===== src/mempool_pkg.sv =====
// MemPool system package
// Bus widths, address map, control register offsets and target encoding
package mempool_pkg;

  localparam int unsigned AddrWidth = 32;
  localparam int unsigned DataWidth = 32;
  localparam int unsigned StrbWidth = DataWidth / 8;
  localparam int unsigned ByteOffset = $clog2(StrbWidth); // Byte bits below the word index

  localparam int unsigned NumCores = 4;

  // L2 data memory, 1 KiB
  localparam int unsigned L2NumWords = 256;
  localparam int unsigned L2AddrWidth = $clog2(L2NumWords);
  localparam logic [AddrWidth-1:0] L2BaseAddr = 32'h8000_0000;
  localparam logic [AddrWidth-1:0] L2EndAddr =
    L2BaseAddr + AddrWidth'(L2NumWords * StrbWidth); // Exclusive

  // Boot ROM, 16 words
  localparam int unsigned BootromNumWords = 16;
  localparam int unsigned BootromAddrWidth = $clog2(BootromNumWords);
  localparam logic [AddrWidth-1:0] BootromBaseAddr = 32'hA000_0000;
  localparam logic [AddrWidth-1:0] BootromEndAddr =
    BootromBaseAddr + AddrWidth'(BootromNumWords * StrbWidth); // Exclusive

  // Control registers
  localparam logic [AddrWidth-1:0] CtrlBaseAddr = 32'h4000_0000;
  localparam logic [AddrWidth-1:0] CtrlEndAddr = 32'h4000_FFFF; // Inclusive
  localparam int unsigned CtrlOffsetWidth = 16;

  localparam logic [CtrlOffsetWidth-1:0] EocOffset = 16'h0000;
  localparam logic [CtrlOffsetWidth-1:0] WakeUpOffset = 16'h0004;
  localparam logic [CtrlOffsetWidth-1:0] TcdmStartOffset = 16'h0008;
  localparam logic [CtrlOffsetWidth-1:0] TcdmEndOffset = 16'h000C;
  localparam logic [CtrlOffsetWidth-1:0] NumCoresOffset = 16'h0010;

  // Cluster local memory, reported through the control block
  localparam logic [AddrWidth-1:0] TCDMBaseAddr = 32'h0000_0000;
  localparam logic [AddrWidth-1:0] TCDMSize = 32'h0010_0000;

  // Which target serves an access
  typedef enum logic [1:0] {
    TgtCtrl,
    TgtL2,
    TgtBootrom,
    TgtNone // Unmapped address or write to ROM
  } target_e;

endpackage : mempool_pkg


===== src/resp_mux.sv =====
// Response stage
// Registers the answering target one cycle, then returns data, valid and error
module resp_mux
  import mempool_pkg::*;
(
  input  logic                 clk_i,
  input  logic                 rst_i,
  input  logic                 req_i,
  input  target_e              tgt_i,
  input  logic [DataWidth-1:0] ctrl_rdata_i,
  input  logic [DataWidth-1:0] l2_rdata_i,
  input  logic [DataWidth-1:0] rom_rdata_i,
  output logic                 rvalid_o,
  output logic [DataWidth-1:0] rdata_o,
  output logic                 err_o
);

  logic    valid_q;
  target_e tgt_q;

  // At most one access in flight
  always_ff @(posedge clk_i) begin
    if (rst_i) begin
      valid_q <= 1'b0;
      tgt_q   <= TgtNone;
    end else begin
      valid_q <= req_i;
      tgt_q   <= tgt_i;
    end
  end

  // Targets already hold their registered data
  always_comb begin
    case (tgt_q)
      TgtCtrl:    rdata_o = ctrl_rdata_i;
      TgtL2:      rdata_o = l2_rdata_i;
      TgtBootrom: rdata_o = rom_rdata_i;
      default:    rdata_o = '0; // Error response
    endcase
  end

  assign rvalid_o = valid_q;
  assign err_o    = valid_q && (tgt_q == TgtNone);

  // A valid response never carries unknown data, such as an unwritten L2 word
  assert property (@(posedge clk_i) disable iff (rst_i)
    rvalid_o |-> !$isunknown(rdata_o))
    else $error("resp_mux: valid response with unknown data");

endmodule : resp_mux


===== config.mk =====
export PLATFORM = sky130hd
export DESIGN_NAME = resp_mux
export DESIGN_NICKNAME = d
export VERILOG_FILES = /design/src/mempool_pkg.sv /design/src/resp_mux.sv
export SDC_FILE = /design/constraint.sdc
export NUM_CORES = 1
export LEC_CHECK = 0
export BUFFER_PORTS_ARGS = -buffer_cell sky130_fd_sc_hd__buf_2
export CAP_MARGIN = 10
export CORE_MARGIN = 8
export CORE_UTILIZATION = 32
export DETAILED_ROUTE_END_ITERATION = 6
export HOLD_SLACK_MARGIN = 0.12
export MAX_ROUTING_LAYER = met4
export PLACE_DENSITY = 0.82
export SKIP_CTS_REPAIR_TIMING = 1
export SLEW_MARGIN = 0
export SYNTH_ARGS = -nofsm -noshare
export SYNTH_HDL_FRONTEND = slang
export SYNTH_SLANG_ARGS = --single-unit

===== constraint.sdc =====
create_clock -name clk_i -period 1.5 [get_ports clk_i]
set_input_delay 0.3 -clock clk_i [delete_from_list [all_inputs] [get_ports clk_i]]
set_output_delay 0.3 -clock clk_i [all_outputs]
set_load 0.005 [all_outputs]

; ---- Word-level counts from Yosys, hierarchy flattened
; Cells that the tools add are included.
[word_totals]
in_bits = 101
output_inout_bits = 34
register_bits = 3
[classes]
mux = 1
eq_ne = 3
reduce_logical = 2
[ops]
columns = cell, n
row1 = $pmux 32 s3, 1
row2 = $eq 2x2->1 const B, 2
row3 = $eq 2x1->1 const B, 1
row4 = $logic_not 2->1, 1
row5 = $logic_and 1x1->1, 1

; ---- Logic depth before layout (Yosys ltp)
; Gate-level depths: netlist of run 1.
[logic_depth]
depth_word = 2
mapped_depth = 5

; ---- Worst setup path before layout of run 1
; No wires, ideal clock.
[synth_timing]
path_type = register to output
start = register tgt_q[1]
end = output port rdata_o[0]
setup_slack_ps = 296
t_required_ps = 1200
arrival_ps = 904
path_stages_with_launch = 6
path_cell_list = dfxtp_1 -> buf_4 -> nor2b_4 -> buf_6 -> buf_12 -> o2bb2ai_2
[synth_between]
elab_chain_cells = 2
elab_cells_between_ends = 4
[synth_lines]
columns = element, line
row1 = from (decl), resp_mux.sv:19  ; target_e tgt_q;
row2 = from (signal assigned), resp_mux.sv:25  ; tgt_q <= TgtNone;
row3 = from (signal assigned), resp_mux.sv:28  ; tgt_q <= tgt_i;
row4 = $eq 2x2->1 (tied with other cells), resp_mux.sv:34  ; case (tgt_q)
row5 = $pmux 32 s3 *, resp_mux.sv:34
row6 = to (decl), resp_mux.sv:14  ; output logic [DataWidth-1:0] rdata_o,
; Every way passes the cells marked *; elsewhere a longest branch is shown, timed or not.

; ---- Worst setup path after layout of run 1
[layout_timing]
start = register tgt_q[0]
end = output port rdata_o[3]
; Same word-level chain as after synthesis.

==> results.yml, run 1 <==
yosys:
  ys_seq_area_share_pct: 5.854
  syn_avg_cell_area_um2: 12.21
  synth-seq-cells: 3
  synth_nets: 185
  yosysTopAreaCell: "o2bb2ai_2"
  syn-cell-area_um2: 1026
  ys_warn_count: 0
  yosysTopAreaCellShare_pct: 43.90
  post_synth_inst_count: 84
  ys_types: 12
  synthTopCellsByArea: "o2bb2ai_2 44%, mux2i_1 31%, buf_12 5.9%, dfxtp_1 5.9%, buf_6 5.5%"
clock_tree:
  numClockSinks: 3
  cts_max_path_buffers: 2
  path_clk_slew_ns: 0.04
  cts_tree: "yes"
  cts_root_buffer: "clkbuf_4"
  numCtsBuffers: 3
  htreeDepth: 1
place:
  dpl.hpwl_mm: 3.685
  io_buffers: 134
  dp_cells: 256
  post_dp_cell_area_um2: 1698
  gp_congestion: 0.8057
setup_path:
  crit_fanout: 11
  end_kind: "output port"
  crit_required_ns: 1.20
  crit_arrival_ns: 1.28
  cp_slowest_cell: "dfxtp_4"
  cp-start-kind: "register"
  slowest_delay_ns: 0.40
  path_class: "register to output port"
  path_cells: "clkbuf_16 -> mux2i_1 -> o2bb2ai_2 -> buf_2"
timing:
  hold_viol: 0
  holdWs_ns: 0.2429
  fmax_mhz: 634.4
  setup_viol: 32
  timing.final.crit_share_pct: 105.1
  worst_slew_pin_slew_ns: 0.2004
  setup_slack_ns: -0.07635
  maxSlewViolCount: 0
  fin_crit_ns: 1.576
  rsz0062_at_grt: "yes"
  relSlewSlack_pct: 86.26
job:
  cap_viol_max_count: 0
global_route:
  grt_first_pass_wirelength_mm: 6.279
  grt_pass1_vias: 1377
  track_usage_pct: 15.09
  grt_max_degree: 30
  grt-ovfl-total: 0
  antenna_found_initial: 0
routing:
  totalWireLength_mm: 4.513
  drt_iter0_markers: 21
  ant_nets: 0
  drc: 0
  routed_via_density: 4.794
  drt_pre_antenna_iters: 4
  route.vias.total: 1256
  wire_per_inst_um: 17.23
floorplanning:
  die_w_um: 72.63
  pin_count: 135
  core-area_um2: 3053
  rows: 20
  initial_core_util_pct: 33.61
  dieArea_um2: 5274
  dieHeight_um: 72.63
power:
  finalPower_uw: 717.5
  pwr_density_cell_nw_per_um2: 389.1
  ir_worst_vdd_mv: 0.3970
  p_leak_nw: 1.021
cells_and_area:
  nNetsFinal: 320
  regArea_um2: 65.06
  multi_input_area_um2: 890.9
  syn2layout_area_growth_pct: 79.76
  fillers: 282
  drive_above_1_share_pct: 87.16
  final_util_pct: 60.41
  final_cells: 262
  finish.instance_area_um2: 1844
  n_antenna_cell: 0
min_path:
  hold_class: "input port to register"
outcome:
  outcome: "finished, violations left"
  violations: "setup timing"
==> kinds of logic (layout without fill, tap and decap cells) <==
| group | after synthesis | count (layout) | synth area share [%] |
|---|---|---|---|
| AND/OR/NAND/NOR | 5 | 5 | 3.781 |
| multiplexers | 32 | 32 | 31.22 |
| buffers and inverters | 12 | 146 | 13.54 |
| AO/OA/AOI/OAI | 32 | 32 | 45.61 |
| flip-flops | 3 | 3 | 5.854 |
==> where the power goes <==
group          switching (mW)  internal, mW
clock network          0.0408        0.0996
registers             0.00618        0.0843
logic                   0.208         0.278
==> layer usage <==
metal | up-vias | share of wire, % | track usage (%)
li1 | 605 | - | -
met4 | 0 | 0.38 | 2.667
met3 | 2 | 8.3 | 4.258
met2 | 68 | 54 | 28.03
met1 | 581 | 37 | 15.44
met5 | - | 0 | -
==> cell usage in the layout (no fill, tap or decap), types with 2 or more instances in the layout <==
master     netlist  routed
o2bb2ai_1        2       2
o2bb2ai_2       30      30
mux2i_4          0       3
clkbuf_4         0       3
buf_4            1       2
mux2i_1         32      22
mux2i_2          0       7
buf_2            3     134
or2_2            2       2
buf_12           3       3
clkbuf_16        0       2
==> layout make-up <==
cell class,count,area share [%]
sequential,3,3.528
tap,44,2.985
timing repair buffer,142,43.76
clock buffer,4,1.425
multi-input combinational,69,48.30
==> synthesized netlist by cell type <==
| master | instances |
|---|---|
| buf_4 | 1 |
| buf_6 | 5 |
| mux2i_1 | 32 |
| and3_1 | 1 |
| nor2b_1 | 1 |
| or2_2 | 2 |
| buf_12 | 3 |
| o2bb2ai_2 | 30 |
| o2bb2ai_1 | 2 |
| nor2b_4 | 1 |
| buf_2 | 3 |
| dfxtp_1 | 3 |
==> through the flow <==
step | worst slack (ns) | TNS [ns]
4_1_cts | -0.1478 | -3.050
6_report | -0.07635 | -1.502
2_1_floorplan | 0.2957 | 0
3_5_place_dp | 0.1003 | 0
3_3_place_gp | 0.1249 | 0
5_1_grt | -0.1357 | -3.599
==> critical path: cells and delay by family, from the launching register on <==
family                 cells  cell delay [ns]
multiplexers               1             0.24
buffers and inverters      2             0.32
AO/OA/AOI/OAI              1             0.09
flip-flops                 1             0.40
==> state kept, by name (all words and copies together), names as in the netlist <==
register,cells
tgt_q,2
rvalid_o,1
==> path summary, 6_finish.rpt <==
path	start	end	slack [ns]	cells past startpoint
min	rst_i	rvalid_o	0.24	2
max	tgt_q[0]	rdata_o[3]	-0.08	4
No activity file was read; power rests on OpenSTA's default activity.
==> inputs of run 2 (changes only) <==
GPL_TIMING_DRIVEN = 0   (was unset)
PLACE_DENSITY = unset   (was 0.82)
PLACE_DENSITY_LB_ADDON = 0.05   (was unset)
==> run 2 against run 1 <==
Against the previous run:
- the flow still finishes with violations (setup timing)
- critical path depth is 2 higher
- combinational power is 8.6% higher
- clock power is 3% higher
- first-iteration DRC count is 33% higher
==> results.yml, run 2 (synthesized netlist as in run 1, its figures left out) <==
setup_path:
  crit_arrival_ns: 1.31
  end_kind: "output port"
  path_class: "register to output port"
  crit_fanout: 8
  crit_required_ns: 1.20
  cp-start-kind: "register"
clock_tree:
  cts_tree: "yes"
  cts_root_buffer: "clkbuf_4"
  numCtsBuffers: 3
  cts_max_path_buffers: 2
  path_clk_slew_ns: 0.04
  numClockSinks: 3
  htreeDepth: 1
cells_and_area:
  largest_reg_flops: 2
  n_antenna_cell: 0
  drive_above_1_share_pct: 86.52
  syn2layout_area_growth_pct: 95.37
  nNetsFinal: 332
  fillers: 285
  final_cell_mix: "137 x buf_2, 30 x o2bb2ai_2, 24 x mux2i_1, 7 x buf_12"
  final_cells: 274
  final_common_cell: "buf_2"
  max_flop_register: "tgt_q"
timing:
  fin_crit_ns: 1.612
  hold_viol: 0
  maxSlewViolCount: 0
  setup_viol: 32
  worst_slew_pin_slew_ns: 0.2917
  relSlewSlack_pct: 80.55
  timing.final.crit_share_pct: 107.5
  fmax_mhz: 620.2
  setup_slack_ns: -0.1124
  rsz0062_at_grt: "yes"
routing:
  route.vias.total: 1282
  wire_per_inst_um: 15.16
  totalWireLength_mm: 4.153
  drt_iter0_markers: 28
  drc: 0
  ant_nets: 0
  routed_via_density: 4.679
  drt_pre_antenna_iters: 3
power:
  pwr_density_cell_nw_per_um2: 379.2
  p_leak_nw: 1.104
  finalPower_uw: 760.1
  ir_worst_vdd_mv: 0.5160
global_route:
  grt_max_degree: 11
  antenna_found_initial: 0
  grt_pass1_vias: 1401
  grt-ovfl-total: 0
  grt_first_pass_wirelength_mm: 5.954
  track_usage_pct: 13.92
outcome:
  violations: "setup timing"
  outcome: "finished, violations left"
floorplanning:
  core-area_um2: 3053
  pin_count: 135
  dieHeight_um: 72.63
  rows: 20
  die_w_um: 72.63
  dieArea_um2: 5274
  initial_core_util_pct: 33.61
min_path:
  hold_class: "input port to register"
place:
  gp_congestion: 0.7108
  io_buffers: 134
  dpl.hpwl_mm: 3.537
  dp_cells: 262
job:
  cap_viol_max_count: 0
==> run 2: cell count changes in the layout (fill, tap and decap cells not counted), moves of 2 or more <==
| cell | delta |
|---|---|
| mux2i_1 | +2 |
| buf_4 | +3 |
| mux2i_2 | -4 |
| buf_2 | +3 |
| mux2i_4 | +2 |
| buf_12 | +4 |
==> run 2: power by group <==
group | internal (mW) | leakage (nW) | switching (mW)
logic | 0.316 | 1.06 | 0.213
registers | 0.0849 | 0.0248 | 0.00168
clock network | 0.0998 | 0.0150 | 0.0444
==> run 2: critical path, stage by stage (launching register included) <==
cell	delay, ns
dfxtp_1	0.30
buf_6	0.14
nor2b_4	0.12
buf_12	0.15
clkbuf_16	0.15
o2bb2ai_2	0.09
buf_2	0.12
==> run 2: final cells by class <==
class / count / area, µm² / share of cell area (%)
Clock buffer: 4 / 26.28 / 1.311
Tap cell: 44 / 55.05 / 2.747
Buffer: 12 / 177.7 / 8.864
Sequential cell: 3 / 61.31 / 3.059
Multi-Input combinational cell: 69 / 900.9 / 44.94
Timing Repair Buffer: 142 / 783.3 / 39.08
==> run 2: per-layer routing <==
metal	GRT usage, %	routed length [µm]	up-vias
li1	-	-	630
met1	14.24	1571	573
met2	25.25	2175	73
met3	3.022	337	6
met4	5.333	69	0
met5	-	0	-
==> run 2: worst paths after layout <==
kind	start	end	slack, ns	depth (start not counted)
max	tgt_q[0]	rdata_o[24]	-0.11	6
min	rst_i	rvalid_o	0.24	2
==> run 2: metrics by stage <==
step | util [%] | setup WS [ns] | hold slack [ns] | cell area [µm²] | setup TNS [ns]
2_1_floorplan | - | 0.2957 | 0.3716 | 1026 | 0
3_3_place_gp | 57.38 | 0.1283 | 0.4789 | 1752 | 0
3_5_place_dp | 57.38 | 0.07551 | 0.4849 | 1752 | 0
4_1_cts | 58.24 | -0.1788 | 0.2275 | 1778 | -4.179
5_1_grt | 65.66 | -0.1711 | 0.2304 | 2004 | -4.890
6_report | 65.66 | -0.1124 | 0.2374 | 2004 | -2.973
