File: src/mempool_pkg.sv
// MemPool system package
// Bus widths, address map, control register offsets and target encoding
package mempool_pkg;

  localparam int unsigned AddrWidth = 32;
  localparam int unsigned DataWidth = 32;
  localparam int unsigned StrbWidth = DataWidth / 8;
  localparam int unsigned ByteOffset = $clog2(StrbWidth); // Byte bits below the word index

  localparam int unsigned NumCores = 4;

  // L2 data memory, 1 KiB
  localparam int unsigned L2NumWords = 256;
  localparam int unsigned L2AddrWidth = $clog2(L2NumWords);
  localparam logic [AddrWidth-1:0] L2BaseAddr = 32'h8000_0000;
  localparam logic [AddrWidth-1:0] L2EndAddr =
    L2BaseAddr + AddrWidth'(L2NumWords * StrbWidth); // Exclusive

  // Boot ROM, 16 words
  localparam int unsigned BootromNumWords = 16;
  localparam int unsigned BootromAddrWidth = $clog2(BootromNumWords);
  localparam logic [AddrWidth-1:0] BootromBaseAddr = 32'hA000_0000;
  localparam logic [AddrWidth-1:0] BootromEndAddr =
    BootromBaseAddr + AddrWidth'(BootromNumWords * StrbWidth); // Exclusive

  // Control registers
  localparam logic [AddrWidth-1:0] CtrlBaseAddr = 32'h4000_0000;
  localparam logic [AddrWidth-1:0] CtrlEndAddr = 32'h4000_FFFF; // Inclusive
  localparam int unsigned CtrlOffsetWidth = 16;

  localparam logic [CtrlOffsetWidth-1:0] EocOffset = 16'h0000;
  localparam logic [CtrlOffsetWidth-1:0] WakeUpOffset = 16'h0004;
  localparam logic [CtrlOffsetWidth-1:0] TcdmStartOffset = 16'h0008;
  localparam logic [CtrlOffsetWidth-1:0] TcdmEndOffset = 16'h000C;
  localparam logic [CtrlOffsetWidth-1:0] NumCoresOffset = 16'h0010;

  // Cluster local memory, reported through the control block
  localparam logic [AddrWidth-1:0] TCDMBaseAddr = 32'h0000_0000;
  localparam logic [AddrWidth-1:0] TCDMSize = 32'h0010_0000;

  // Which target serves an access
  typedef enum logic [1:0] {
    TgtCtrl,
    TgtL2,
    TgtBootrom,
    TgtNone // Unmapped address or write to ROM
  } target_e;

endpackage : mempool_pkg

File: src/addr_decoder.sv
// Address decoder
// Classifies each host access by address range and raises one target strobe
module addr_decoder
  import mempool_pkg::*;
(
  input  logic                 req_i,
  input  logic                 we_i,
  input  logic [AddrWidth-1:0] addr_i,
  output logic                 ctrl_req_o,
  output logic                 l2_req_o,
  output logic                 rom_req_o,
  output target_e              tgt_o
);

  logic in_ctrl;
  logic in_l2;
  logic in_rom;

  // Range checks
  assign in_ctrl = (addr_i >= CtrlBaseAddr) && (addr_i <= CtrlEndAddr);
  assign in_l2   = (addr_i >= L2BaseAddr) && (addr_i < L2EndAddr);
  assign in_rom  = (addr_i >= BootromBaseAddr) && (addr_i < BootromEndAddr);

  always_comb begin
    tgt_o = TgtNone;
    if (in_ctrl) begin
      tgt_o = TgtCtrl;
    end else if (in_l2) begin
      tgt_o = TgtL2;
    end else if (in_rom && !we_i) begin
      tgt_o = TgtBootrom; // ROM only answers reads
    end
  end

  // Strobes only while the host requests
  assign ctrl_req_o = req_i && (tgt_o == TgtCtrl);
  assign l2_req_o   = req_i && (tgt_o == TgtL2);
  assign rom_req_o  = req_i && (tgt_o == TgtBootrom);

endmodule : addr_decoder

File: config.mk
export PLATFORM = sky130hd
export DESIGN_NAME = addr_decoder
export DESIGN_NICKNAME = d
export VERILOG_FILES = /design/src/mempool_pkg.sv /design/src/addr_decoder.sv
export SDC_FILE = /design/constraint.sdc
export NUM_CORES = 1
export LEC_CHECK = 0
export BUFFER_PORTS_ARGS = -buffer_cell sky130_fd_sc_hd__buf_2
export CORE_AREA = 2 2 39 41
export DETAILED_ROUTE_END_ITERATION = 12
export DIE_AREA = 0 0 41 43
export REMOVE_ABC_BUFFERS = 1
export SLEW_MARGIN = 5
export SYNTH_ARGS = -nofsm -noshare
export SYNTH_HDL_FRONTEND = slang
export SYNTH_SLANG_ARGS = --single-unit
File: constraint.sdc
create_clock -name vclk -period 1.4
set_input_delay 0.14 -clock vclk [all_inputs]
set_output_delay 0.14 -clock vclk [all_outputs]
set_load 0.03 [all_outputs]
After elaboration in Yosys (flattened, before gate mapping)
Index checks and enable logic that the tools add are counted.
{"block": "totals", "inputBits": 34, "out_inout_bits": 5, "wordCells": 20, "register_bits": 0}
{"block": "op_classes", "order_cmp": 6, "n_eq_ne": 2, "reduce_logical": 9, "n_mux": 3}
{"cell": "$ge 32x32->1 const B", "n": 2}
{"cell": "$lt 32x32->1 const B", "n": 2}
{"cell": "$ge 32x31->1 const B", "n": 1}
{"cell": "$le 32x31->1 const B", "n": 1}
{"cell": "$logic_and 1x1->1", "n": 7}
{"cell": "$mux 2", "n": 2}
{"cell": "$eq 2x1->1 const B", "n": 1}
{"cell": "$eq 2x2->1 const B", "n": 1}
{"cell": "$logic_not 2->1", "n": 1}
{"cell": "$logic_not 1->1", "n": 1}
{"cell": "$mux 1", "n": 1}

Logic depth before layout (Yosys ltp)
Gate-level depths: netlist of the first run.
{"block": "logic_depth", "depth_word": 8, "mapped_depth": 3}

Worst setup path before layout of the first run
OpenSTA, ideal clock, no wires.
{"block": "synth_timing", "kind": "input -> output", "start": "in addr_i[19]", "end": "out l2_req_o", "stages": 3, "slack_ns": -0.149, "t_arrival_ns": 1.409, "t_required_ns": 1.260, "n_path_buf": 0, "cell_sequence": "or4_4 > nor4_4 > and4b_1"}
{"block": "synth_between", "elab_chain_len": 8}
{"element": "start: declaration", "line": "addr_decoder.sv:8", "rtl": "input logic [AddrWidth-1:0] addr_i,"}
{"element": "$ge 32x32->1 / $lt 32x32->1 (equally long branches)", "line": "addr_decoder.sv:22", "rtl": "assign in_rom = (addr_i >= BootromBaseAddr) && (addr_i < BootromEndAddr);"}
{"element": "$logic_and 1x1->1", "line": "addr_decoder.sv:22"}
{"element": "$logic_and 1x1->1", "line": "addr_decoder.sv:30", "rtl": "end else if (in_rom && !we_i) begin"}
{"element": "$mux 1", "line": "addr_decoder.sv:30"}
{"element": "$mux 2", "line": "addr_decoder.sv:28", "rtl": "end else if (in_l2) begin"}
{"element": "$mux 2 (*)", "line": "addr_decoder.sv:26", "rtl": "if (in_ctrl) begin"}
{"element": "$eq 2x1->1 (*)", "line": "addr_decoder.sv:37", "rtl": "assign l2_req_o = req_i && (tgt_o == TgtL2);"}
{"element": "$logic_and 1x1->1 (*)", "line": "addr_decoder.sv:37"}
{"element": "end: declaration", "line": "addr_decoder.sv:10", "rtl": "output logic l2_req_o,"}
Every way passes the cells marked *; elsewhere a longest branch is shown, timed or not.

Worst setup path after layout of the first run
{"block": "layout_timing", "start": "in addr_i[16]", "end": "out rom_req_o"}
{"block": "layout_between", "elab_chain_len": 8}
{"element": "$ge 32x32->1 / $lt 32x32->1 (equally long branches)", "line": "addr_decoder.sv:22"}
{"element": "$logic_and 1x1->1", "line": "addr_decoder.sv:22"}
{"element": "$logic_and 1x1->1", "line": "addr_decoder.sv:30"}
{"element": "$mux 1", "line": "addr_decoder.sv:30"}
{"element": "$mux 2", "line": "addr_decoder.sv:28"}
{"element": "$mux 2 (*)", "line": "addr_decoder.sv:26"}
{"element": "$eq 2x2->1 (*)", "line": "addr_decoder.sv:38", "rtl": "assign rom_req_o = req_i && (tgt_o == TgtBootrom);"}
{"element": "$logic_and 1x1->1 (*)", "line": "addr_decoder.sv:38"}
{"element": "end: declaration", "line": "addr_decoder.sv:11", "rtl": "output logic rom_req_o,"}
Marks and branches as above.

==> results.md, run 1 <==
- I/O pin count: 39
- Initial drt markers: 2
- Layout cell share with drive strength beyond 1: 0.818
- Routed vias: 305
- Detailed-placement wirelength estimate: 630 um
- Tmin final: 1.64 ns
- Total GRT Usage: 0.0809
- Setup TNS: -1.05 ns
- Mapped cell area: 173 um2
- RSZ-0062 raised after global routing: true
- FF+latch area: 0 um2
- Worst Path Required: 1.26 ns
- Failing checks: negative setup slack
- Antenna Cells: 0
- Total gr overflow: 0
- HP Class: in2out
- Worst-margin pin slew: 0.341 ns
- Layout Cells excl Fill: 71
- Register area share after synthesis: 0
- Global-route wire length before repair: 1080 um
- Die W: 41 um
- Post-synthesis cell type with the largest combined area: nor4_4
- Yosys warning total: 0
- Port-buffer cells: 33
- Die H: 43 um
- Final WL: 691 um
- Antenna violations before repair: 0
- Placed cells: 70
- GR peak layer: met2
- Die Area: 1760 um2
- Vias in the first global route: 290
- Largest net degree at the start of global routing: 5
- Endpoint type of the worst setup path: primary output
- Largest stage delay, worst path: 0.56 ns
- Leading cell types in the layout, fill and taps excluded: buf_2 (25), buf_6 (8), buf_4 (4)
- Synth unique cells: 12
- Initial Util: 0.125
- Fin util: 0.325
- Worst Setup SP: addr_i[16]
- Syn Inst Count: 18
- Filler cell count: 153
- Area contributors post-synth: nor4_4 (25%), or4_4 (13%), and4b_1 (12%), nor4b_1 (10%), or4_1 (8.7%)
- Setup crit start kind: input port
- CP Max Fanout: 3
- Seq Cell Count: 0
- Slew margin rel.: 0.770
- Gpl congestion: 0.632
- Hold Violations, Final: 0
- Status: complete, but fails checks
- Pwr per Cell Area: 139 nW/um2
- Global-route met3 utilization: 0
- Hold path start: req_i
- Worst Setup Path Type: in2out
- CTS Hold Bufs: 0
- Met2 usage: 0.178
- Count of final setup violators: 5
- Achievable Freq: 611 MHz
- Crit share post-route: 1.17
- Post-route DRC: 0
- Pleak: 0.231 nW
- Slew Viols, Final: 0
- Drt first pass iters: 2
- Max-Cap Viols: 0
- Most common cell after layout, fill and taps aside: buf_2
- Detailed-route vias per instance: 4.30
- Core outline area: 1380 um2
- Wirelength per Cell: 9.73 um
- Layout area overhead: 160%
- CP Data Arrival Time: 1.50 ns
- Slowest cell on the critical path: or4_4
- Final layout net count: 91
- Cell repeated most along the worst path: buf_6
- Clock buffers: 0
- Row count: 14
- Setup slack after layout: -0.237 ns
- ANT nets after route: 0
- Top cell type's share of synthesized area: 0.246
- Grt met1 use: 0.0759
- Critical-path cell list: buf_6, or4_4, nor4_4, and4b_1, buf_6
- Synth Area per Inst: 9.59 um2
- IR drop worst, VDD: 0.0399 mV
-- worst paths after layout --
| path | endpoint | slack [ns] | cells past startpoint |
|---|---|---|---|
| max | rom_req_o | -0.24 | 5 |
| min | ctrl_req_o | 0.64 | 3 |
-- what timing repair did --
item,4_1_cts,5_1_grt
pin swaps,6,0
setup endpoints to repair,5,5
resized for setup,15,1
setup buffers,1,0
-- synth_stat cells --
library cell,n
or4_1,2
nor4b_1,2
a21oi_1,2
and2_2,1
nor4_1,1
and4b_1,2
nor4_4,2
nor2_1,1
or4b_1,1
or4_4,2
and4_1,1
and3b_1,1
-- kinds of logic (layout without fill, tap and decap cells) --
logic type | after synthesis | in the layout | share of synthesized area
AOI/OAI and AO/OA | 2 | 2 | 0.0580
and+or+nand+nor | 16 | 16 | 0.942
buffers and inverters | 0 | 37 | 0
-- where the power goes --
group          total, mW  switching, mW  internal, mW
combinational     0.0625         0.0201        0.0423
sequential             0              0             0
clock                  0              0             0
total             0.0625         0.0201        0.0423
-- worst max-delay path: cells and delay by family --
kind | cells | cell delay [ns]
simple gates | 3 | 1.14
buf+inv | 2 | 0.22
-- per-stage QoR --
stage          total power [mW]  instance area, um2  setup WS (ns)  hold slack [ns]
2_1_floorplan            0.0111                 173         -0.149            0.490
3_3_place_gp             0.0538                 380         -0.265            0.673
3_5_place_dp             0.0552                 380         -0.279            0.670
4_1_cts                  0.0624                 445         -0.231            0.637
5_1_grt                  0.0680                 449         -0.293            0.654
6_report                 0.0625                 449         -0.237            0.637
-- cell type report --
class | count | area [um2] | area share
tap | 16 | 20.0 | 0.0446
timing repair buffer | 37 | 245 | 0.546
multi-input combinational | 18 | 184 | 0.409
-- layer usage --
| metal | part of all wire | up-vias |
|---|---|---|
| met5 | 0 | - |
| met4 | 0 | 0 |
| met3 | 0.043 | 0 |
| met2 | 0.69 | 7 |
| met1 | 0.27 | 140 |
| li1 | - | 158 |
No activity file was read; power rests on OpenSTA's default activity.
==> run 2, diff against run 1 <==
--- a/config.mk
+++ b/config.mk
@@ -10,4 +10,5 @@
 export DETAILED_ROUTE_END_ITERATION = 12
 export DIE_AREA = 0 0 41 43
+export GPL_ROUTABILITY_DRIVEN = 0
 export REMOVE_ABC_BUFFERS = 1
 export SLEW_MARGIN = 5
==> constraint.sdc (replaced) <==
create_clock -name vclk -period 1.4
set_input_delay 0.42 -clock vclk [all_inputs]
set_output_delay 0.42 -clock vclk [all_outputs]
set_load 0.03 [all_outputs]
==> results.md, run 2 (same netlist as run 1, synthesis figures left out) <==
- Setup crit start kind: input port
- Leading cell types in the layout, fill and taps excluded: buf_2 (24), buf_6 (8), buf_4 (6)
- Total GRT Usage: 0.0789
- Port-buffer cells: 33
- HP Class: in2out
- Hold Path End: ctrl_req_o
- CP top delay family: simple AND/OR/NAND/NOR gates
- Endpoint type of the worst setup path: primary output
- Clock buffers: 0
- Failing checks: negative setup slack
- Count of final setup violators: 5
- Tmin final: 2.19 ns
- Hold path start: req_i
- Psw: 0.0202 mW
- Antenna Cells: 0
- Final instance area: 459 um2
- Sw frac: 0.313
- Initial Util: 0.125
- Fin util: 0.332
- Most common cell after layout, fill and taps aside: buf_2
- Slew margin rel.: 0.786
- Vias in the first global route: 309
- Layout area overhead: 166%
- Hold Violations, Final: 0
- Initial drt markers: 4
- Placement Cell Area: 388 um2
- Row count: 14
- Status: complete, but fails checks
- Detailed-route vias per instance: 4.29
- Final WL: 691 um
- CP Max Fanout: 4
- Wirelength per Cell: 9.60 um
- Setup slack after layout: -0.795 ns
- Layout cell share with drive strength beyond 1: 0.821
- Hold depth: 3
- Largest stage delay, worst path: 0.55 ns
- Combinational Power Share: 1.000
- Routed vias: 309
- Die Area: 1760 um2
- CTS Hold Bufs: 0
- Seq Cell Count: 0
- Slowest cell on the critical path: or4_4
- Drt first pass iters: 4
- Pwr per Cell Area: 141 nW/um2
- Critical-path cell list: buf_6, or4_4, buf_4, nor4_4, and4b_1, buf_6
- IR drop worst, VDD: 0.0462 mV
- Worst Setup Path Type: in2out
- Die H: 43 um
- Achievable Freq: 456 MHz
- ANT nets after route: 0
- Core outline area: 1380 um2
- Pleak: 0.237 nW
- RSZ-0062 raised after global routing: true
- Largest net degree at the start of global routing: 5
- Max-Cap Viols: 0
- Worst path buffer plus inverter count: 3
- Clock power share: 0
- FF+latch area: 0 um2
- Post-route DRC: 0
- Internal power: 0.0444 mW
- Reg power frac: 0
- Final layout net count: 92
- Setup TNS: -3.84 ns
- Worst-margin pin slew: 0.317 ns
- Worst Path Required: 0.98 ns
- Global-route wire length before repair: 1070 um
- Slew Viols, Final: 0
- Cell repeated most along the worst path: buf_6
- Crit share post-route: 1.57
- I/O pin count: 39
- Die W: 41 um
- CP Data Arrival Time: 1.77 ns
- Total gr overflow: 0
- Antenna violations before repair: 0
## run 2: changes by cell type in the layout (fill, tap and decap cells not counted)
cell	delta
buf_2	-1
buf_4	+2
## run 2: worst min-delay path, stage by stage
cell and delay, ns:
buf_2 0.09, and2_2 0.12, buf_4 0.15
## run 2: power groups by stage
| stage | clock [mW] | combinational [mW] | sequential (mW) |
|---|---|---|---|
| floorplan | 0 | 0.0111 | 0 |
| global placement | 0 | 0.0548 | 0 |
| detailed placement | 0 | 0.0559 | 0 |
| CTS | 0 | 0.0621 | 0 |
| global route | 0 | 0.0709 | 0 |
| finish | 0 | 0.0646 | 0 |
## run 2: how the worst max path moves through the flow
stage | from | endpoint | slack, ns | cells past startpoint
global placement | addr_i[19] | l2_req_o | -0.83 | 5
detailed placement | addr_i[19] | rom_req_o | -0.86 | 5
floorplan | addr_i[19] | l2_req_o | -0.71 | 3
finish | addr_i[16] | rom_req_o | -0.79 | 6
CTS | addr_i[19] | rom_req_o | -0.81 | 5
global route | addr_i[16] | rom_req_o | -0.84 | 5
## run 2: timing repair
item / in CTS / in global routing
endpoints found under the setup margin: 5 / 5
endpoints found under the hold margin: 0 / 0
gates resized for setup: 15 / 1
cloned: 0 / 0
setup buffers: 0 / 1
pin swaps: 4 / 3
## run 2: through the flow
stage	std cells	total power, mW	setup slack [ns]	hold slack (ns)
after floorplan	18	0.0111	-0.709	1.05
after global placement	71	0.0548	-0.825	1.23
after detailed placement	71	0.0559	-0.860	1.23
after CTS	71	0.0621	-0.809	1.20
after global routing	72	0.0709	-0.840	1.23
final	72	0.0646	-0.795	1.20
## run 2: area by class of cell
type               instances  area [um2]
repair buffers            38         255
multi-input cells         18         184
fillers                  147         925
well taps                 16        20.0
## run 2: layer usage
metal	global-route usage	vias to the layer above	wire [um]
met2	0.172	7	482
met4	0	0	0
li1	-	159	-
met1	0.0759	143	189
met5	0	-	0
met3	0	0	19
