### src/mempool_pkg.sv
// MemPool system package
// Bus widths, address map, control register offsets and target encoding
package mempool_pkg;

  localparam int unsigned AddrWidth = 32;
  localparam int unsigned DataWidth = 32;
  localparam int unsigned StrbWidth = DataWidth / 8;
  localparam int unsigned ByteOffset = $clog2(StrbWidth); // Byte bits below the word index

  localparam int unsigned NumCores = 4;

  // L2 data memory, 1 KiB
  localparam int unsigned L2NumWords = 256;
  localparam int unsigned L2AddrWidth = $clog2(L2NumWords);
  localparam logic [AddrWidth-1:0] L2BaseAddr = 32'h8000_0000;
  localparam logic [AddrWidth-1:0] L2EndAddr =
    L2BaseAddr + AddrWidth'(L2NumWords * StrbWidth); // Exclusive

  // Boot ROM, 16 words
  localparam int unsigned BootromNumWords = 16;
  localparam int unsigned BootromAddrWidth = $clog2(BootromNumWords);
  localparam logic [AddrWidth-1:0] BootromBaseAddr = 32'hA000_0000;
  localparam logic [AddrWidth-1:0] BootromEndAddr =
    BootromBaseAddr + AddrWidth'(BootromNumWords * StrbWidth); // Exclusive

  // Control registers
  localparam logic [AddrWidth-1:0] CtrlBaseAddr = 32'h4000_0000;
  localparam logic [AddrWidth-1:0] CtrlEndAddr = 32'h4000_FFFF; // Inclusive
  localparam int unsigned CtrlOffsetWidth = 16;

  localparam logic [CtrlOffsetWidth-1:0] EocOffset = 16'h0000;
  localparam logic [CtrlOffsetWidth-1:0] WakeUpOffset = 16'h0004;
  localparam logic [CtrlOffsetWidth-1:0] TcdmStartOffset = 16'h0008;
  localparam logic [CtrlOffsetWidth-1:0] TcdmEndOffset = 16'h000C;
  localparam logic [CtrlOffsetWidth-1:0] NumCoresOffset = 16'h0010;

  // Cluster local memory, reported through the control block
  localparam logic [AddrWidth-1:0] TCDMBaseAddr = 32'h0000_0000;
  localparam logic [AddrWidth-1:0] TCDMSize = 32'h0010_0000;

  // Which target serves an access
  typedef enum logic [1:0] {
    TgtCtrl,
    TgtL2,
    TgtBootrom,
    TgtNone // Unmapped address or write to ROM
  } target_e;

endpackage : mempool_pkg

### src/ctrl_registers.sv
// Control registers
// End-of-computation word, core wake-up pulses and read-only cluster facts
module ctrl_registers
  import mempool_pkg::*;
(
  input  logic                 clk_i,
  input  logic                 rst_i,
  input  logic                 req_i,
  input  logic                 we_i,
  input  logic [AddrWidth-1:0] addr_i,
  input  logic [DataWidth-1:0] wdata_i,
  output logic [DataWidth-1:0] rdata_o,
  output logic [NumCores-1:0]  wake_up_o,
  output logic                 eoc_valid_o
);

  logic [CtrlOffsetWidth-1:0] offset;
  logic [DataWidth-1:0]       eoc_q;
  logic [DataWidth-1:0]       read_val;
  logic                       wr_en;
  logic                       wake_fire;

  assign offset    = addr_i[CtrlOffsetWidth-1:0]; // Base is 64 KiB aligned
  assign wr_en     = req_i && we_i;
  assign wake_fire = wr_en && (offset == WakeUpOffset);

  // Writable state
  always_ff @(posedge clk_i) begin
    if (rst_i) begin
      eoc_q     <= '0;
      wake_up_o <= '0;
    end else begin
      wake_up_o <= '0; // Pulse lasts one cycle
      if (wr_en && (offset == EocOffset)) begin
        eoc_q <= wdata_i;
      end
      if (wake_fire) begin
        wake_up_o <= wdata_i[NumCores-1:0];
      end
    end
  end

  assign eoc_valid_o = eoc_q[0];

  // Read values, read-only offsets ignore writes
  always_comb begin
    case (offset)
      EocOffset:       read_val = eoc_q;
      WakeUpOffset:    read_val = '0;
      TcdmStartOffset: read_val = TCDMBaseAddr;
      TcdmEndOffset:   read_val = TCDMBaseAddr + TCDMSize;
      NumCoresOffset:  read_val = DataWidth'(NumCores);
      default:         read_val = '0;
    endcase
  end

  always_ff @(posedge clk_i) begin
    if (req_i) begin
      rdata_o <= we_i ? '0 : read_val; // Writes acknowledge with zero
    end
  end

  // Back-to-back pulses need a wake-up write on each of the two edges before
  assert property (@(posedge clk_i) disable iff (rst_i)
    (|wake_up_o && $past(|wake_up_o)) |-> ($past(wake_fire) && $past(wake_fire, 2)))
    else $error("ctrl_registers: wake-up held without consecutive writes");

endmodule : ctrl_registers

### config.mk
export PLATFORM = sky130hd
export DESIGN_NAME = ctrl_registers
export DESIGN_NICKNAME = d
export VERILOG_FILES = /design/src/mempool_pkg.sv /design/src/ctrl_registers.sv
export SDC_FILE = /design/constraint.sdc
export NUM_CORES = 1
export LEC_CHECK = 0
export ABC_AREA = 1
export CAP_MARGIN = 20
export CORE_MARGIN = 4
export CORE_UTILIZATION = 45
export DETAILED_ROUTE_END_ITERATION = 16
export DONT_BUFFER_PORTS = 1
export PLACE_DENSITY = 0.66
export SLEW_MARGIN = 20
export SYNTH_ARGS = -nofsm -noshare
export SYNTH_HDL_FRONTEND = slang
export SYNTH_SLANG_ARGS = --single-unit
### constraint.sdc
create_clock -name clk_i -period 1.4 [get_ports clk_i]
set_input_delay 0.28 -clock clk_i [delete_from_list [all_inputs] [get_ports clk_i]]
set_output_delay 0.28 -clock clk_i [all_outputs]
set_load 0.01 [all_outputs]
# ---- Yosys cells after proc, flatten, opt, wreduce, memory -nomap -nowiden
# Cells that the tools add are included.
dict set report totals {
  ff_bits 68
  in_bits 68
  out_inout_bits 37
}
dict set report op_classes {
  bitwise_logic 1
  mux 1
  n_eq_ne 3
  reduce_logical 5
}
# op n
set op_table {}
lappend op_table {{32-bit one-hot mux with 3 select lines} 1}
lappend op_table {{16-bit by 3-bit equality test with 1-bit output (second input constant)} 1}
lappend op_table {{16-bit by 4-bit equality test with 1-bit output (second input constant)} 1}
lappend op_table {{16-bit by 5-bit equality test with 1-bit output (second input constant)} 1}
lappend op_table {{16-bit zero test} 1}
lappend op_table {{1-bit logical AND} 3}
lappend op_table {{2-bit OR reduction} 1}
lappend op_table {{1-bit inverter} 1}

# ---- Depth between registers and ports, before layout
# Gate-level depths: netlist of run 1.
dict set report logic_depth {
  word_depth 4
  ltp_mapped 8
}

# ---- Worst setup path after synthesis of run 1
# Ideal clock, no wire load.
dict set report synth_path {
  path_type {in2reg}
  startpoint {in addr_i[7]}
  endpoint {reg rdata_o[20], data pin}
  stages 6
  setup_slack_ns 0.152
  required_ns 1.253
  setup_time_ns 0.147
  arrival_ns 1.101
  cell_sequence {nor2_1 -> nand2_1 -> nor2_4 -> buf_2 -> nand3_1 -> a21oi_1}
}
dict set report synth_between {
  elab_chain_len 2
}
# item line_no
set synth_lines {}
lappend synth_lines {{from (decl)} ctrl_registers.sv:10} ;# input logic [AddrWidth-1:0] addr_i,
lappend synth_lines {{16-bit by 5-bit equality test with 1-bit output (tied with other cells)} ctrl_registers.sv:47} ;# case (offset)
lappend synth_lines {{32-bit one-hot mux with 3 select lines (*)} ctrl_registers.sv:47}
lappend synth_lines {{to (signal assigned)} ctrl_registers.sv:59} ;# rdata_o <= we_i ? '0 : read_val;
lappend synth_lines {{to (decl)} ctrl_registers.sv:12} ;# output logic [DataWidth-1:0] rdata_o,
# Every way passes the cells marked *; elsewhere a longest branch is shown, timed or not.
# A chain may end at the register's enable or synchronous reset.

# ---- Worst setup path after layout of run 1
dict set report layout_path {
  startpoint {reg rdata_o[28]}
  endpoint {out rdata_o[28]}
}
# No word-level cell between the ends.

==> summary.md, run 1 <==
| Metric | Value |
|---|---|
| Status | finished clean |
| Area contributors post-synth | edfxtp_1 31%, dfxtp_1 24%, inv_1 12%, nand2_1 8.9%, nand4_1 6.6% |
| PwrDens | 1120 nW/um^2 |
| Final #Nets | 451 |
| Row Count | 29 |
| Setup repair bufs after CTS | 0 |
| Vias in the first global route | 2308 |
| Root Buffer | clkbuf_8 |
| H-tree levels | 3 |
| Synthesis Warnings | 0 |
| EDFF count, synth | 32 |
| Mapped cell area | 3050 sq um |
| Antenna diodes | 0 |
| Synth cell count leaders | 97 x inv_1, 72 x nand2_1, 46 x nor2_1, 36 x dfxtp_1 |
| DRC violations left | 0 |
| Max frequency | 946 MHz |
| Boundary pin count | 105 |
| Yosys top cell area share | 31.5% |
| RSZ-0062 raised after global routing | false |
| Initial antenna violation count | 0 |
| Largest net degree at the start of global routing | 34 |
| Synth area leader | edfxtp_1 |
| Leak | 1.48 nW |
| Worst min path class | input pin to flop |
| Final worst-path cycle share | 75.5% |
| Share of cells above drive strength 1 | 8.51% |
| Routed len/inst | 14.4 um |
| Via Count | 2310 |
| Final ANT Viol Nets | 0 |
| Final Skew | 0.00724 ns |
| Worst setup EP type | output port |
| FF+latch count, synth | 68 |
| Fin. max-slew vios | 0 |
| Vias per cell | 4.97 |
| Worst Tran Pin Value | 0.231 ns |
| Clock Sinks | 68 |
| Fin. Hold Viols | 0 |
| Critical Path AT | 0.78 ns |
| Starting DRC count in detailed routing | 135 |
| Average size of a mapped cell | 8.03 sq um |
| Worst Path Max Fanout | 1 |
| Pre-CTS WS | 0.00614 ns |
| Core area | 6460 sq um |
| Top FF cell, synth | dfxtp_1 |
| Area grow syn2layout | 9.92% |
| GRT overflow | 0 |
| Crit path kind | flop to output port |
| Worst setup margin | 0.342 ns |
| Clk slew on worst S/H paths | 0.08 ns |
| Routability congestion estimate from global placement | 0.772 |
| Gate Count Post-Synth | 380 |
| Die width | 90.4 um |
| Die height | 90.4 um |
| Crit path required time | 1.12 ns |
| Max_cap viols | 0 |
| Final setup vio count | 0 |
| Post-synth cell types | 19 |
| Slew margin rel. | 84.6% |
| Starting Density | 47.3% |
| Drt pass-1 iters | 4 |
| Tot GR Track Use | 16.8% |
| Critical path startpoint category | flop |
| Placed wire-length estimate | 4400 um |
| Global-route wire length before repair | 11000 um |
| CTS buffer count | 9 |
| Peak supply drop | 0.000638 V |
| I/O Buffers | 0 |
| Post-synthesis sequential area ratio | 55.1% |
| Syn Nets | 448 |
| CTS tree | built |
| Setup_tns | 0 ns |
| DIE AREA | 8170 sq um |
| Clk Latency, worst-skew pair | 0.33 ns |
| Post-cts gate resize count | 0 |
| Min cycle time layout | 1.06 ns |
| Clock buffer depth | 2 |
| CTS Hold Buffers Added | 0 |
| Final wirelength | 6680 um |
| Count leader, synth | inv_1 |
| Async SR Flop Fraction | 0% |
## logic make-up after synthesis
group | after synthesis | share of synthesized area (%)
compound gates | 2 | 0.328
simple gates | 189 | 28.2
buf+inv | 121 | 16.4
flops | 68 | 55.1
## power breakdown
group	internal, mW	switching, mW	total [mW]
Combinational	0.0352	0.0726	0.108
Clock	0.815	0.707	1.52
Sequential	2.11	0.0295	2.14
## path summary, 6_finish.rpt
path / depth (start not counted) / slack, ns / end / from
min: 0 / 0.06 / rdata_o[1]$_SDFFCE_PP0P_ / req_i
max: 0 / 0.34 / rdata_o[28] / rdata_o[28]$_SDFFCE_PP0P_
max reg2reg: 2 / 0.61 / rdata_o[0]$_SDFFCE_PP0P_ / eoc_q[0]$_SDFFE_PP0P_
min reg2reg: 4 / 0.51 / eoc_q[2]$_SDFFE_PP0P_ / eoc_q[2]$_SDFFE_PP0P_
## metal layers
| layer | share of wire (%) | GRT usage, % |
|---|---|---|
| met5 | 0 | 0 |
| met4 | 0.58 | 6.63 |
| met3 | 6.4 | 5.00 |
| met2 | 49 | 28.3 |
| met1 | 44 | 20.2 |
## registers in the layout (all words and copies together) (netlist names)
register / flops
wake_up_o: 4
eoc_q: 32
rdata_o: 32
## stage by stage
step                      cell area (sq um)  std cells  hold slack [ns]  power [mW]  util (%)
final                                  3360        465           0.0590        3.77      52.0
after global routing                   3360        465           0.0395        3.90      52.0
after CTS                              3360        465           0.0413        3.81      52.0
after detailed placement               3170        449            0.396        2.29      49.1
after global placement                 3170        449            0.395        2.29      49.1
after floorplan                        3050        380            0.392        2.27         -
## layout by cell type (no fill, tap or decap), types with 4 or more instances in the layout
cell / synthesis / routed
nand3_1: 4 / 4
inv_1: 97 / 97
nand4_1: 32 / 32
edfxtp_1: 32 / 32
dfxtp_1: 36 / 36
nand2_1: 72 / 72
nor2_1: 46 / 46
nor3_1: 31 / 31
buf_4: 1 / 12
clkbuf_8: 0 / 9
## final cells by class
class	count	area [sq um]
Inverter	98	368
Sequential cell	68	1680
Multi-Input combinational cell	191	876
Timing Repair Buffer	15	150
Fill cell	614	3100
Tap cell	77	96.3
Clock inverter	5	52.6
Clock buffer	11	131
Note: power is estimated with default switching activity, not from simulation.
==> run 2: changes to the inputs <==
==> constraint.sdc (replaced) <==
create_clock -name clk_i -period 1 [get_ports clk_i]
set_input_delay 0.2 -clock clk_i [delete_from_list [all_inputs] [get_ports clk_i]]
set_output_delay 0.2 -clock clk_i [all_outputs]
set_load 0.01 [all_outputs]
==> summary.md, run 2 (synthesis gave the netlist of run 1 again) <==
| Metric | Value |
|---|---|
| Starting DRC count in detailed routing | 108 |
| Most frequent cells in the layout | 97 x inv_1, 68 x nand2_1, 40 x nor2_1 |
| CTS tree | built |
| Hold path start | req_i |
| Share of cells above drive strength 1 | 19.4% |
| Fin. Hold Viols | 32 |
| Boundary pin count | 105 |
| Final ANT Viol Nets | 0 |
| Hold EP | rdata_o[30]$_SDFFCE_PP0P_ |
| Worst R2R Start | eoc_q[20]$_SDFFE_PP0P_ |
| Area grow syn2layout | 19.6% |
| Min cycle time layout | 0.986 ns |
| Dpl cells | 449 |
| Regs by FF count | eoc_q (32), rdata_o (32), wake_up_o (4) |
| Die height | 90.4 um |
| Root Buffer | clkbuf_8 |
| Failing checks | negative hold slack |
| CTS Hold Buffers Added | 3 |
| Vias per cell | 4.91 |
| Non-Filler Instances | 468 |
| PwrDens | 1530 nW/um^2 |
| Final wirelength | 6540 um |
| Worst min path class | input pin to flop |
| Fin. max-slew vios | 0 |
| Initial antenna violation count | 0 |
| Most common cell after layout, fill and taps aside | inv_1 |
| Final Skew | 0.0107 ns |
| CTS buffer count | 9 |
| Met1 WL | 2720 um |
| Peak supply drop | 0.000901 V |
| Vias in the first global route | 2238 |
| Row Count | 29 |
| GRT overflow | 0 |
| Clock Sinks | 68 |
| Tot GR Track Use | 16.7% |
| Critical Path AT | 0.79 ns |
| Largest net degree at the start of global routing | 34 |
| DRC violations left | 0 |
| DIE AREA | 8170 sq um |
| Max frequency | 1010 MHz |
| Register-to-Register Path Depth | 2 |
| Area of the multi-input gates | 1090 sq um |
| Status | finished with violations |
| Final worst-path cycle share | 98.6% |
| Max_cap viols | 0 |
| Antenna diodes | 0 |
| R2R Setup Slk | 0.22 ns |
| Routability congestion estimate from global placement | 0.724 |
| Placed wire-length estimate | 4360 um |
| Crit path kind | flop to output port |
| Final setup vio count | 0 |
| WL met3 | 352 um |
| H-tree levels | 3 |
| Highest Signal Layer | met4 |
| Final #Nets | 454 |
| Worst r2r dst | rdata_o[20]$_SDFFCE_PP0P_ |
| I/O Buffers | 0 |
| Critical path startpoint category | flop |
| Clock buffer depth | 2 |
| Starting Density | 47.3% |
| Clk slew on worst S/H paths | 0.08 ns |
| Die width | 90.4 um |
| Core area | 6460 sq um |
| Hold depth | 0 |
| Global-route wire length before repair | 10600 um |
| RSZ-0062 raised after global routing | true |
| Met2 WL | 3380 um |
| Worst Tran Pin Value | 0.247 ns |
| Routed len/inst | 14.0 um |
| Fillcell total | 590 |
| Hold slack | -0.0271 ns |
| Worst Path Max Fanout | 1 |
| Clk Latency, worst-skew pair | 0.34 ns |
| Crit path required time | 0.80 ns |
| Reg area | 1680 sq um |
| Leak | 1.54 nW |
| Setup repair bufs after CTS | 0 |
| Via Count | 2296 |
| Slew margin rel. | 83.5% |
| Post-cts gate resize count | 0 |
| Worst setup EP type | output port |
| Drt pass-1 iters | 6 |
## run 2: repair_timing
action                                  in CTS  in global routing
hold endpoints to repair                    35                 32
endpoints found under the setup margin       1                 10
pin swaps                                    0                  0
gates cloned                                 0                  0
## run 2: worst max-delay path by stage
stage / endpoint / slack (ns) / start / depth (start not counted)
floorplan: rdata_o[23]$_SDFFCE_PP0P_ / -0.1 / addr_i[1] / 6
global placement: rdata_o[20]$_SDFFCE_PP0P_ / -0.24 / addr_i[1] / 6
detailed placement: rdata_o[20]$_SDFFCE_PP0P_ / -0.25 / addr_i[1] / 6
CTS: rdata_o[9] / -0.001 / rdata_o[9]$_SDFFCE_PP0P_ / 0
global route: rdata_o[1] / -0.03 / rdata_o[1]$_SDFFCE_PP0P_ / 0
finish: rdata_o[1] / 0.01 / rdata_o[1]$_SDFFCE_PP0P_ / 0
## run 2: final cells by class
| type | instances | share of cell area, % |
|---|---|---|
| well taps | 77 | 2.64 |
| inverters | 98 | 10.1 |
| multi-input cells | 191 | 29.7 |
| flip-flops and latches | 68 | 46.1 |
| repair buffers | 18 | 5.62 |
| clock buffers | 9 | 3.39 |
| clock inverters | 7 | 2.47 |
## run 2: power breakdown
group	switching, mW	internal [mW]
Clock	1.02	1.40
Sequential	0.0416	2.95
Combinational	0.107	0.0731
## run 2: stage by stage
stage	setup TNS (ns)	setup slack (ns)	instance area [sq um]	util, %	power [mW]
2_1_floorplan	-5.14	-0.0976	3310	-	3.20
3_3_place_gp	-9.64	-0.238	3410	52.8	3.23
3_5_place_dp	-10.67	-0.248	3410	52.8	3.23
4_1_cts	-0.000971	-0.000971	3650	56.5	5.65
5_1_grt	-0.0958	-0.0259	3650	56.5	5.80
6_report	0	0.0135	3650	56.5	5.58
## run 2: per-layer routing
metal | vias up | GRT usage, %
met1 | 1040 | 18.7
met5 | - | 0
met4 | 0 | 7.65
met3 | 8 | 4.50
met2 | 74 | 29.3
li1 | 1174 | -
==> run 3: changes to the inputs <==
--- a/config.mk
+++ b/config.mk
@@ -6,12 +6,11 @@
 export NUM_CORES = 1
 export LEC_CHECK = 0
 export ABC_AREA = 1
-export CAP_MARGIN = 20
 export CORE_MARGIN = 4
-export CORE_UTILIZATION = 45
+export CORE_UTILIZATION = 43
 export DETAILED_ROUTE_END_ITERATION = 16
 export DONT_BUFFER_PORTS = 1
-export PLACE_DENSITY = 0.66
+export PLACE_DENSITY = 0.64
 export SLEW_MARGIN = 20
 export SYNTH_ARGS = -nofsm -noshare
 export SYNTH_HDL_FRONTEND = slang
==> summary.md, run 3 (synthesis gave the netlist of run 1 again) <==
| Metric | Value |
|---|---|
| Status | finished with violations |
| Starting Density | 44.7% |
| I/O Buffers | 0 |
| R2R Setup Slk | 0.20 ns |
| CTS buffer count | 9 |
| Pre-CTS WS | -0.216 ns |
| WL met3 | 334 um |
| Final #Nets | 454 |
| Most frequent cells in the layout | 97 x inv_1, 68 x nand2_1, 40 x nor2_1 |
| Via Count | 2301 |
| RSZ-0062 raised after global routing | true |
| Worst setup margin | 0.00715 ns |
| Area grow syn2layout | 21.7% |
| Final ANT Viol Nets | 0 |
| CTS Hold Buffers Added | 4 |
| Max frequency | 1010 MHz |
| Internal power | 4.67 mW |
| Tot GR Track Use | 16.9% |
| Final setup vio count | 0 |
| Combinational share of power | 3.0% |
| Global-route wire length before repair | 11100 um |
| Slew margin rel. | 85.6% |
| Final wirelength | 6590 um |
| Highest Signal Layer | met4 |
| Die width | 92.3 um |
| Worst min path class | input pin to flop |
| Vias in the first global route | 2318 |
| Peak supply drop | 0.000695 V |
| Clock buffer depth | 2 |
| Most common cell after layout, fill and taps aside | inv_1 |
| Final Skew | 0.00525 ns |
| Largest net degree at the start of global routing | 34 |
| Regs by FF count | eoc_q (32), rdata_o (32), wake_up_o (4) |
| Boundary pin count | 105 |
| Hold slack | -0.0357 ns |
| Worst R2R Start | eoc_q[0]$_SDFFE_PP0P_ |
| H-tree levels | 3 |
| Drt pass-1 iters | 4 |
| Critical path startpoint category | flop |
| Worst Path Max Fanout | 1 |
| Core area | 6830 sq um |
| Root Buffer | clkbuf_8 |
| Crit path kind | flop to output port |
| Area of the multi-input gates | 1090 sq um |
| Post-route cell area | 3710 sq um |
| Final worst-path cycle share | 99.3% |
| Met1 WL | 2870 um |
| Hold depth | 0 |
| Clock power frac | 46.0% |
| Critical Path AT | 0.79 ns |
| GRT overflow | 0 |
| Placed wire-length estimate | 4610 um |
| Die height | 92.3 um |
| DIE AREA | 8510 sq um |
| Hold EP | rdata_o[31]$_SDFFCE_PP0P_ |
| Hold path start | req_i |
| Starting DRC count in detailed routing | 73 |
| Routability congestion estimate from global placement | 0.783 |
| Row Count | 30 |
| Register-to-Register Path Depth | 2 |
| Crit path required time | 0.80 ns |
| Initial antenna violation count | 0 |
| Failing checks | negative hold slack |
| DRC violations left | 0 |
| Switch Pwr | 1.20 mW |
| Reg area | 1680 sq um |
| Setup_tns | 0 ns |
| Fin. max-slew vios | 0 |
| Worst r2r dst | rdata_o[0]$_SDFFCE_PP0P_ |
| Fillcell total | 638 |
| Min cycle time layout | 0.993 ns |
| Switching part of the total | 20.5% |
| Post-cts gate resize count | 0 |
| Placed Area | 3440 sq um |
| Share of power burned in registers | 50.9% |
| Share of cells above drive strength 1 | 19.7% |
| Met2 WL | 3230 um |
| Routed len/inst | 13.5 um |
| Worst Tran Pin Value | 0.214 ns |
| CTS tree | built |
| Leak | 1.56 nW |
| Clk Latency, worst-skew pair | 0.35 ns |
| Clock Sinks | 68 |
| Antenna diodes | 0 |
| Max_cap viols | 0 |
| Clk slew on worst S/H paths | 0.08 ns |
| PwrDens | 1580 nW/um^2 |
| Fin. Hold Viols | 32 |
| Worst setup EP type | output port |
| Vias per cell | 4.72 |
[run 3: routing by layer]
layer  vias up  global-route usage (%)
met1      1059                    20.0
li1       1175                       -
met2        57                    27.8
met3        10                    4.68
met4         0                    8.79
met5         -                       0
[run 3: layout make-up]
type | count | area share, %
Clock buffer | 9 | 3.33
Clock inverter | 7 | 3.10
Inverter | 98 | 9.90
Multi-Input combinational cell | 191 | 29.2
Sequential cell | 68 | 45.3
Tap cell | 96 | 3.23
Timing Repair Buffer | 18 | 5.93
[run 3: worst max path at each step]
stage / start / end / depth (start not counted)
2_1_floorplan: addr_i[1] / rdata_o[23]$_SDFFCE_PP0P_ / 6
3_3_place_gp: addr_i[2] / rdata_o[2]$_SDFFCE_PP0P_ / 6
3_5_place_dp: addr_i[1] / rdata_o[2]$_SDFFCE_PP0P_ / 6
4_1_cts: rdata_o[0]$_SDFFCE_PP0P_ / rdata_o[0] / 0
5_1_grt: rdata_o[1]$_SDFFCE_PP0P_ / rdata_o[1] / 0
6_report: rdata_o[4]$_SDFFCE_PP0P_ / rdata_o[4] / 0
[run 3: timing repair]
item,4_1_cts,5_1_grt
setup endpoints to repair,10,23
endpoints found under the hold margin,36,32
buffers inserted,0,0
[run 3: power by group through the flow]
stage | sequential [mW] | combinational (mW) | clock, mW
after floorplan | 3.05 | 0.149 | 0
after global placement | 3.06 | 0.169 | 0
after detailed placement | 3.06 | 0.168 | 0
after CTS | 2.99 | 0.181 | 2.77
after global routing | 3.00 | 0.204 | 2.90
final | 2.99 | 0.178 | 2.70
[run 3: through the flow]
stage	hold WS, ns	std cells	power, mW	util [%]
3_5_place_dp	0.317	467	3.23	50.3
4_1_cts	-0.0544	487	5.94	54.4
5_1_grt	-0.0596	487	6.10	54.4
6_report	-0.0357	487	5.87	54.4
2_1_floorplan	0.312	380	3.20	-
3_3_place_gp	0.315	467	3.23	50.3
